File: config.mk
export PLATFORM = sky130hd
export DESIGN_NAME = machineCsrUnit
export DESIGN_NICKNAME = d
export VERILOG_FILES = /design/src/csrPkg.sv /design/src/mstatusReg.sv /design/src/trapUnit.sv /design/src/cycleCounter.sv /design/src/hostBridge.sv /design/src/machineCsrUnit.sv
export SDC_FILE = /design/constraint.sdc
export NUM_CORES = 1
export LEC_CHECK = 0
export BUFFER_PORTS_ARGS = -buffer_cell sky130_fd_sc_hd__clkbuf_2
export CELL_PAD_IN_SITES_DETAIL_PLACEMENT = 1
export CELL_PAD_IN_SITES_GLOBAL_PLACEMENT = 1
export CORE_MARGIN = 3
export CORE_UTILIZATION = 43
export DETAILED_ROUTE_END_ITERATION = 6
export PLACE_DENSITY = 0.82
export SLEW_MARGIN = 20
export SYNTH_ARGS = -nofsm -noshare
export SYNTH_HDL_FRONTEND = slang
export SYNTH_SLANG_ARGS = --single-unit
File: constraint.sdc
create_clock -name clk -period 3.9 [get_ports clk]
set_clock_uncertainty 0.2 [all_clocks]
set_input_delay 0.585 -clock clk [delete_from_list [all_inputs] [get_ports clk]]
set_output_delay 0.585 -clock clk [all_outputs]
set_load 0.03 [all_outputs]
File: src/csrPkg.sv
package csrPkg;

    // Machine word and CSR field widths
    typedef logic [63:0] dataT;
    typedef logic [11:0] csrAddrT;
    typedef logic [3:0]  causeT;
    typedef logic [15:0] exceptVecT;
    typedef logic [1:0]  privModeT;

    // AXI4-Lite side
    typedef logic [7:0] hostOffT;
    typedef logic [7:0] strbT;
    typedef logic [1:0] axiRespT;

    localparam privModeT PRIV_USER    = 2'd0;
    localparam privModeT PRIV_MACHINE = 2'd3;

    localparam csrAddrT CSR_MSTATUS  = 12'h300;
    localparam csrAddrT CSR_MTVEC    = 12'h305;
    localparam csrAddrT CSR_MSCRATCH = 12'h340;
    localparam csrAddrT CSR_MEPC     = 12'h341;
    localparam csrAddrT CSR_MCAUSE   = 12'h342;
    localparam csrAddrT CSR_MCYCLE   = 12'hB00;

    // mstatus bit positions
    localparam int MSTATUS_MIE  = 3;
    localparam int MSTATUS_MPIE = 7;
    localparam int MSTATUS_MPP  = 11;

    localparam hostOffT HOST_CTRL   = 8'h00;
    localparam hostOffT HOST_CMP    = 8'h08;
    localparam hostOffT HOST_CYCLE  = 8'h10;
    localparam hostOffT HOST_STATUS = 8'h18;

    localparam axiRespT RESP_OKAY   = 2'b00;
    localparam axiRespT RESP_SLVERR = 2'b10;

    typedef struct packed {
        logic    valid;
        logic    write;
        csrAddrT addr;
        dataT    wdata;
    } csrReqT;

    typedef enum logic {WR_IDLE, WR_RESP} hostWrStateT;
    typedef enum logic {RD_IDLE, RD_RESP} hostRdStateT;

endpackage

File: src/mstatusReg.sv
module mstatusReg (
    input  logic             clk,
    input  logic             arstN,
    input  logic             trapTaken,
    input  logic             trapReturn,
    input  logic             wrEn,
    input  csrPkg::dataT     wdata,
    output csrPkg::dataT     mstatus,
    output csrPkg::privModeT privMode
);

    logic             mie;
    logic             mpie;
    csrPkg::privModeT mpp;

    always_ff @(posedge clk or negedge arstN) begin
        if (!arstN) begin
            mie      <= 1'b0;
            mpie     <= 1'b0;
            mpp      <= csrPkg::PRIV_USER;
            privMode <= csrPkg::PRIV_MACHINE;
        end else if (trapTaken) begin
            // Stack the interrupt enable and mode
            mpie     <= mie;
            mie      <= 1'b0;
            mpp      <= privMode;
            privMode <= csrPkg::PRIV_MACHINE;
        end else if (trapReturn) begin
            mie      <= mpie;
            mpie     <= 1'b1;
            privMode <= mpp;
            mpp      <= csrPkg::PRIV_USER;
        end else if (wrEn) begin
            mie  <= wdata[csrPkg::MSTATUS_MIE];
            mpie <= wdata[csrPkg::MSTATUS_MPIE];
            mpp  <= wdata[csrPkg::MSTATUS_MPP +: 2];
        end
    end

    always_comb begin
        mstatus                            = '0;
        mstatus[csrPkg::MSTATUS_MIE]       = mie;
        mstatus[csrPkg::MSTATUS_MPIE]      = mpie;
        mstatus[csrPkg::MSTATUS_MPP +: 2]  = mpp;
    end

endmodule

File: src/trapUnit.sv
module trapUnit #(
    parameter csrPkg::dataT MTVEC_RESET = 64'h0
) (
    input  logic              clk,
    input  logic              arstN,
    input  csrPkg::exceptVecT exceptVec,
    input  csrPkg::dataT      pc,
    input  csrPkg::dataT      wdata,
    input  logic              trapReturn,
    input  logic              mtvecWrEn,
    input  logic              mepcWrEn,
    input  logic              mcauseWrEn,
    output logic              trapTaken,
    output logic              redirect,
    output csrPkg::dataT      redirectPc,
    output csrPkg::dataT      mtvec,
    output csrPkg::dataT      mepc,
    output csrPkg::dataT      mcause
);

    csrPkg::causeT cause;

    // Lowest exception code wins
    function automatic csrPkg::causeT lowestSet(input csrPkg::exceptVecT vec);
        csrPkg::causeT idx;
        idx = '0;
        for (int i = $bits(csrPkg::exceptVecT) - 1; i >= 0; i--) begin
            if (vec[i]) begin
                idx = csrPkg::causeT'(i);
            end
        end
        return idx;
    endfunction

    assign cause     = lowestSet(exceptVec);
    assign trapTaken = |exceptVec;
    assign redirect  = trapTaken | trapReturn;

    always_comb begin
        if (trapTaken) begin
            redirectPc = {mtvec[63:2], 2'b00};
        end else begin
            redirectPc = mepc;
        end
    end

    always_ff @(posedge clk or negedge arstN) begin
        if (!arstN) begin
            mtvec <= MTVEC_RESET;
        end else if (mtvecWrEn && !trapTaken) begin
            mtvec <= wdata;
        end
    end

    always_ff @(posedge clk or negedge arstN) begin
        if (!arstN) begin
            mepc   <= '0;
            mcause <= '0;
        end else if (trapTaken) begin
            mepc   <= pc;
            mcause <= csrPkg::dataT'(cause);
        end else begin
            if (mepcWrEn) begin
                mepc <= wdata;
            end
            if (mcauseWrEn) begin
                mcause <= wdata;
            end
        end
    end

endmodule

File: src/cycleCounter.sv
module cycleCounter (
    input  logic         clk,
    input  logic         arstN,
    input  logic         halt,
    input  logic         arm,
    input  csrPkg::dataT cmpValue,
    output csrPkg::dataT mcycle,
    output logic         stalled
);

    logic cmpHit;

    // Armed compare stops the count on the matching value
    assign cmpHit  = arm && (mcycle == cmpValue);
    assign stalled = halt | cmpHit;

    always_ff @(posedge clk or negedge arstN) begin
        if (!arstN) begin
            mcycle <= '0;
        end else if (!stalled) begin
            mcycle <= mcycle + csrPkg::dataT'(1);
        end
    end

endmodule

File: src/hostBridge.sv
module hostBridge #(
    parameter int HOST_ADDR_WIDTH = 8
) (
    input  logic                       clk,
    input  logic                       arstN,
    input  logic [HOST_ADDR_WIDTH-1:0] awaddr,
    input  logic                       awvalid,
    output logic                       awready,
    input  csrPkg::dataT               wdata,
    input  csrPkg::strbT               wstrb,
    input  logic                       wvalid,
    output logic                       wready,
    output csrPkg::axiRespT            bresp,
    output logic                       bvalid,
    input  logic                       bready,
    input  logic [HOST_ADDR_WIDTH-1:0] araddr,
    input  logic                       arvalid,
    output logic                       arready,
    output csrPkg::dataT               rdata,
    output csrPkg::axiRespT            rresp,
    output logic                       rvalid,
    input  logic                       rready,
    input  csrPkg::dataT               mcycle,
    input  logic                       stalled,
    input  csrPkg::privModeT           privMode,
    output logic                       halt,
    output logic                       arm,
    output csrPkg::dataT               cmpValue
);

    csrPkg::hostWrStateT wrState;
    csrPkg::hostRdStateT rdState;
    logic                wrFire;
    logic                rdFire;

    function automatic logic isOff(input logic [HOST_ADDR_WIDTH-1:0] addr,
                                   input csrPkg::hostOffT off);
        return addr == HOST_ADDR_WIDTH'(off);
    endfunction

    // Address and data taken together, one write outstanding
    assign wrFire  = (wrState == csrPkg::WR_IDLE) && awvalid && wvalid;
    assign awready = wrFire;
    assign wready  = wrFire;
    assign bvalid  = (wrState == csrPkg::WR_RESP);

    assign arready = (rdState == csrPkg::RD_IDLE);
    assign rdFire  = arready && arvalid;
    assign rvalid  = (rdState == csrPkg::RD_RESP);

    always_ff @(posedge clk or negedge arstN) begin
        if (!arstN) begin
            wrState  <= csrPkg::WR_IDLE;
            bresp    <= csrPkg::RESP_OKAY;
            halt     <= 1'b0;
            arm      <= 1'b0;
            cmpValue <= '0;
        end else if (wrFire) begin
            wrState <= csrPkg::WR_RESP;
            bresp   <= csrPkg::RESP_OKAY;
            if (isOff(awaddr, csrPkg::HOST_CTRL)) begin
                if (wstrb[0]) begin
                    halt <= wdata[0];
                    arm  <= wdata[1];
                end
            end else if (isOff(awaddr, csrPkg::HOST_CMP)) begin
                for (int i = 0; i < $bits(csrPkg::strbT); i++) begin
                    if (wstrb[i]) begin
                        cmpValue[8*i +: 8] <= wdata[8*i +: 8];
                    end
                end
            end else begin
                // Read-only or unmapped
                bresp <= csrPkg::RESP_SLVERR;
            end
        end else if (bvalid && bready) begin
            wrState <= csrPkg::WR_IDLE;
        end
    end

    always_ff @(posedge clk or negedge arstN) begin
        if (!arstN) begin
            rdState <= csrPkg::RD_IDLE;
            rdata   <= '0;
            rresp   <= csrPkg::RESP_OKAY;
        end else if (rdFire) begin
            rdState <= csrPkg::RD_RESP;
            rresp   <= csrPkg::RESP_OKAY;
            if (isOff(araddr, csrPkg::HOST_CTRL)) begin
                rdata <= {62'b0, arm, halt};
            end else if (isOff(araddr, csrPkg::HOST_CMP)) begin
                rdata <= cmpValue;
            end else if (isOff(araddr, csrPkg::HOST_CYCLE)) begin
                rdata <= mcycle;
            end else if (isOff(araddr, csrPkg::HOST_STATUS)) begin
                rdata <= {61'b0, privMode, stalled};
            end else begin
                rdata <= '0;
                rresp <= csrPkg::RESP_SLVERR;
            end
        end else if (rvalid && rready) begin
            rdState <= csrPkg::RD_IDLE;
        end
    end

endmodule

File: src/machineCsrUnit.sv
module machineCsrUnit #(
    parameter csrPkg::dataT MTVEC_RESET     = 64'h0,
    parameter int           HOST_ADDR_WIDTH = 8
) (
    input  logic                       clk,
    input  logic                       arstN,
    input  csrPkg::csrReqT             csrReq,
    input  csrPkg::exceptVecT          exceptVec,
    input  csrPkg::dataT               pc,
    input  logic                       trapReturn,
    output csrPkg::dataT               csrRdata,
    output logic                       redirect,
    output csrPkg::dataT               redirectPc,
    output csrPkg::privModeT           privMode,
    output logic                       stall,
    input  logic [HOST_ADDR_WIDTH-1:0] awaddr,
    input  logic                       awvalid,
    output logic                       awready,
    input  csrPkg::dataT               wdata,
    input  csrPkg::strbT               wstrb,
    input  logic                       wvalid,
    output logic                       wready,
    output csrPkg::axiRespT            bresp,
    output logic                       bvalid,
    input  logic                       bready,
    input  logic [HOST_ADDR_WIDTH-1:0] araddr,
    input  logic                       arvalid,
    output logic                       arready,
    output csrPkg::dataT               rdata,
    output csrPkg::axiRespT            rresp,
    output logic                       rvalid,
    input  logic                       rready
);

    csrPkg::dataT mscratch;
    csrPkg::dataT mstatus;
    csrPkg::dataT mtvec;
    csrPkg::dataT mepc;
    csrPkg::dataT mcause;
    csrPkg::dataT mcycle;
    csrPkg::dataT cmpValue;
    logic         trapTaken;
    logic         csrWrite;
    logic         halt;
    logic         arm;

    // A trap in the same cycle drops the CSR write
    assign csrWrite = csrReq.valid && csrReq.write && !trapTaken;

    always_ff @(posedge clk or negedge arstN) begin
        if (!arstN) begin
            mscratch <= '0;
        end else if (csrWrite && csrReq.addr == csrPkg::CSR_MSCRATCH) begin
            mscratch <= csrReq.wdata;
        end
    end

    always_comb begin
        case (csrReq.addr)
            csrPkg::CSR_MSTATUS:  csrRdata = mstatus;
            csrPkg::CSR_MTVEC:    csrRdata = mtvec;
            csrPkg::CSR_MSCRATCH: csrRdata = mscratch;
            csrPkg::CSR_MEPC:     csrRdata = mepc;
            csrPkg::CSR_MCAUSE:   csrRdata = mcause;
            csrPkg::CSR_MCYCLE:   csrRdata = mcycle;
            default:              csrRdata = '0;
        endcase
    end

    mstatusReg u_mstatusReg (
        .clk       (clk),
        .arstN     (arstN),
        .trapTaken (trapTaken),
        .trapReturn(trapReturn),
        .wrEn      (csrWrite && csrReq.addr == csrPkg::CSR_MSTATUS),
        .wdata     (csrReq.wdata),
        .mstatus   (mstatus),
        .privMode  (privMode)
    );

    trapUnit #(
        .MTVEC_RESET(MTVEC_RESET)
    ) u_trapUnit (
        .clk       (clk),
        .arstN     (arstN),
        .exceptVec (exceptVec),
        .pc        (pc),
        .wdata     (csrReq.wdata),
        .trapReturn(trapReturn),
        .mtvecWrEn (csrWrite && csrReq.addr == csrPkg::CSR_MTVEC),
        .mepcWrEn  (csrWrite && csrReq.addr == csrPkg::CSR_MEPC),
        .mcauseWrEn(csrWrite && csrReq.addr == csrPkg::CSR_MCAUSE),
        .trapTaken (trapTaken),
        .redirect  (redirect),
        .redirectPc(redirectPc),
        .mtvec     (mtvec),
        .mepc      (mepc),
        .mcause    (mcause)
    );

    cycleCounter u_cycleCounter (
        .clk     (clk),
        .arstN   (arstN),
        .halt    (halt),
        .arm     (arm),
        .cmpValue(cmpValue),
        .mcycle  (mcycle),
        .stalled (stall)
    );

    hostBridge #(
        .HOST_ADDR_WIDTH(HOST_ADDR_WIDTH)
    ) u_hostBridge (
        .clk     (clk),
        .arstN   (arstN),
        .awaddr  (awaddr),
        .awvalid (awvalid),
        .awready (awready),
        .wdata   (wdata),
        .wstrb   (wstrb),
        .wvalid  (wvalid),
        .wready  (wready),
        .bresp   (bresp),
        .bvalid  (bvalid),
        .bready  (bready),
        .araddr  (araddr),
        .arvalid (arvalid),
        .arready (arready),
        .rdata   (rdata),
        .rresp   (rresp),
        .rvalid  (rvalid),
        .rready  (rready),
        .mcycle  (mcycle),
        .stalled (stall),
        .privMode(privMode),
        .halt    (halt),
        .arm     (arm),
        .cmpValue(cmpValue)
    );

endmodule

==> metrics <==
status finished clean; DRC viols 0; RSZ-0062 raised after global routing false; Hold Path Class in2reg; Num CTS Buffers 52; Initial Util ~44%; power per cell area about 390 nW/um2; final wirelength 89500 um; Root Buffer clkbuf_16; fin. max-slew vios 0; die area around 55000 um2; Post-Syn Instances between 2000 and 2500; sequential share of the synthesized area between 50 and 60%; Critical Path AT 3.08 ns; Clock Sinks 460; GRT overflow 0; CTS Buffer Depth 3; kind of critical path in2out; io pins about 460; number of H-tree levels 2; Distinct cells, synth 56; dominant synthesized flop cell dfrtp_1; worst slew pin tran about 1.1 ns; largest net degree at the start of global routing 82; Worst-Skew Late Latency around 0.60 ns; CP startpoint kind input port; FFs w/ async S/R, synth 100%; Fill cells ~5800; most numerous cell in the Yosys netlist nand2_1; Max IR drop VDD between 0.0003 and 0.0004 V; CP Max Fanout 35; Hold WS roughly 0.027 ns; Final Cell Area 28200 um2; antenna viol nets, final 0; DR vias slightly above 20000; GRT Total Usage about a third; Area Growth Syn to Fin 24.9%; Synth Cell Area 22600 um2; crit share post-route between 90% and 100%; Worst-path clk slew ~0.06 ns; global-route wire length before repair around 140000 um; area share of the largest cell type after synthesis approximately 51%; Nets ~3000; Cell Rows between 80 and 90; area occupied by registers around 12000 um2; Area contributors post-synth dfrtp_1, mux2_2, nand2_1; Fin. Hold Viols 0; end-of-flow core utilization a little over half; layout cells sized above 1 around 33%; vias in the first global route between 20000 and 25000; final setup fails 0; CTS tree built; initial antenna violation count 11; most common library cells after synthesis nand2_1, dfrtp_1, mux2_2, o21ai_0, clkbuf_1; drt pass-1 iters 6; Setup crit end kind output pin; DRT iter0 DRCs 1731; Die H approximately 240 um; Core Area a little over 50000 um2; number of port buffers approximately 460; non-filler cells in the finished layout approximately 3400; routed len/inst 26.3 um; max-cap violations 0; number of flops mapped to enable cells by yosys 0; Yosys reg bits 460; P_leak approximately 14 nW; hpwl dp 64800 um; Via density around 6.0; final worst path period need 3.87 ns; placed insts 3287; achievable frequency 259 MHz; Yosys warning total 0; DP Area 26200 um2; WP data required ~3.1 ns; Multi-input gate area between 10000 and 15000 um2; Max-slew headroom about a quarter; Synth area leader dfrtp_1; Die Wd 235 um; syn_area_per_cell between 10 and 15 um2; RePlAce Congestion 0.935
==> critical path, stage by stage <==
cell and delay, ns:
clkbuf_2 0.08, nand4bb_1 0.24, or4_1 0.50, or4_2 0.72
buf_12 0.22, o21ai_0 0.20, a221o_1 0.25, clkbuf_2 0.25
==> path summary, 6_finish.rpt <==
| kind | startpoint | endpoint | slack, ns | cells past startpoint |
|---|---|---|---|---|
| setup / recovery | csrReq[74] | csrRdata[35] | 0.03 | 8 |
| hold reg to reg | u_hostBridge.rdata[27] | u_hostBridge.rdata[27] | 0.28 | 2 |
| hold / removal | pc[52] | u_trapUnit.mepc[52] | 0.03 | 3 |
| setup reg to reg | u_cycleCounter.mcycle[21] | u_cycleCounter.mcycle[52] | 0.59 | 8 |
| min in group asynchronous | arstN | u_hostBridge.cmpValue[16] | 0.36 | 2 |
| max in group asynchronous | arstN | u_hostBridge.bvalid | 2.05 | 4 |
==> report_power, final <==
| part | switching [mW] | total [mW] | leakage (nW) | internal [mW] |
|---|---|---|---|---|
| combinational | 0.656 | 1.01 | 6.73 | 0.354 |
| sequential | 0.0859 | 4.95 | 6.23 | 4.86 |
| clock | 2.04 | 4.94 | 0.865 | 2.91 |
| total | 2.78 | 10.9 | 13.8 | 8.12 |
==> sequential cells by signal, summed over array words and instances (netlist names), 2 cells and up <==
register               cells
mscratch                  64
u_cycleCounter.mcycle     64
u_hostBridge.cmpValue     64
u_hostBridge.rdata        64
u_mstatusReg.mpp           2
u_mstatusReg.privMode      2
u_trapUnit.mcause         64
u_trapUnit.mepc           64
u_trapUnit.mtvec          64
==> layer usage <==
metal / track usage, % / up-vias / share of wire, %
met5: 0 / - / 0.089
met4: 11.2 / 12 / 3.4
met3: 6.20 / 173 / 7.2
met2: 52.7 / 877 / 48
met1: 41.4 / 10500 / 41
li1: - / 8803 / -
==> what timing repair did <==
action | CTS | global route
cloned | 0 | 1
endpoints found under the hold margin | 75 | 0
hold buffers | 16 | 0
pin swaps | 0 | 4
resized for setup | 18 | 9
buffers inserted | 0 | 2
endpoints found under the setup margin | 7 | 12
==> layout make-up <==
class,instances,share of cell area (%)
Clock buffer,77,5.56
Antenna cell,4,0.0355
Multi-Input combinational cell,1547,36.8
Clock inverter,18,0.550
Tap cell,680,3.02
Timing Repair Buffer,589,12.8
Sequential cell,460,40.8
Inverter,30,0.399
==> kinds of logic (layout without fill, tap and decap cells) <==
family / count (synthesis) / after routing / share of synthesized area (%)
adders and majority gates: 1 / 1 / 0.0554
and+or+nand+nor: 752 / 752 / 14.7
other: 1 / 6 / 0.0166
buffers and inverters: 200 / 714 / 3.78
AOI/OAI and AO/OA: 412 / 412 / 13.1
muxes: 269 / 269 / 13.1
xor gates and xnor gates: 111 / 111 / 4.30
DFF: 460 / 460 / 51.0
==> cell usage in the layout, fill, tap and decap left out, drive strengths merged, types with 7 or more instances in the layout <==
| master | netlist | routed |
|---|---|---|
| a221o | 68 | 68 |
| a21oi | 8 | 8 |
| and2 | 7 | 7 |
| clkbuf | 132 | 531 |
| xnor2 | 95 | 95 |
| dlygate4sd3 | 0 | 16 |
| a32o | 34 | 34 |
| dfrtp | 458 | 458 |
| and4 | 9 | 9 |
| clkinv | 0 | 16 |
| mux2i | 71 | 71 |
| a22oi | 118 | 118 |
| nor2 | 39 | 39 |
| and3 | 32 | 32 |
| inv | 30 | 30 |
| xor2 | 16 | 16 |
| nand3 | 47 | 47 |
| mux2 | 197 | 197 |
| nand2 | 517 | 517 |
| o21ai | 148 | 148 |
| nand4 | 42 | 42 |
| a31oi | 9 | 9 |
| nor3 | 13 | 13 |
| buf | 38 | 119 |
| nor4 | 17 | 17 |
==> stage by stage <==
stage	power, mW	TNS (ns)	worst slack [ns]
after floorplan	5.41	0	0.394
after global placement	5.98	-0.139	-0.0615
after detailed placement	6.01	-0.215	-0.115
after CTS	11.0	-0.000588	-0.000588
after global routing	11.3	0	0.00209
final	10.9	0	0.0322
No activity file was read; power rests on OpenSTA's default activity.
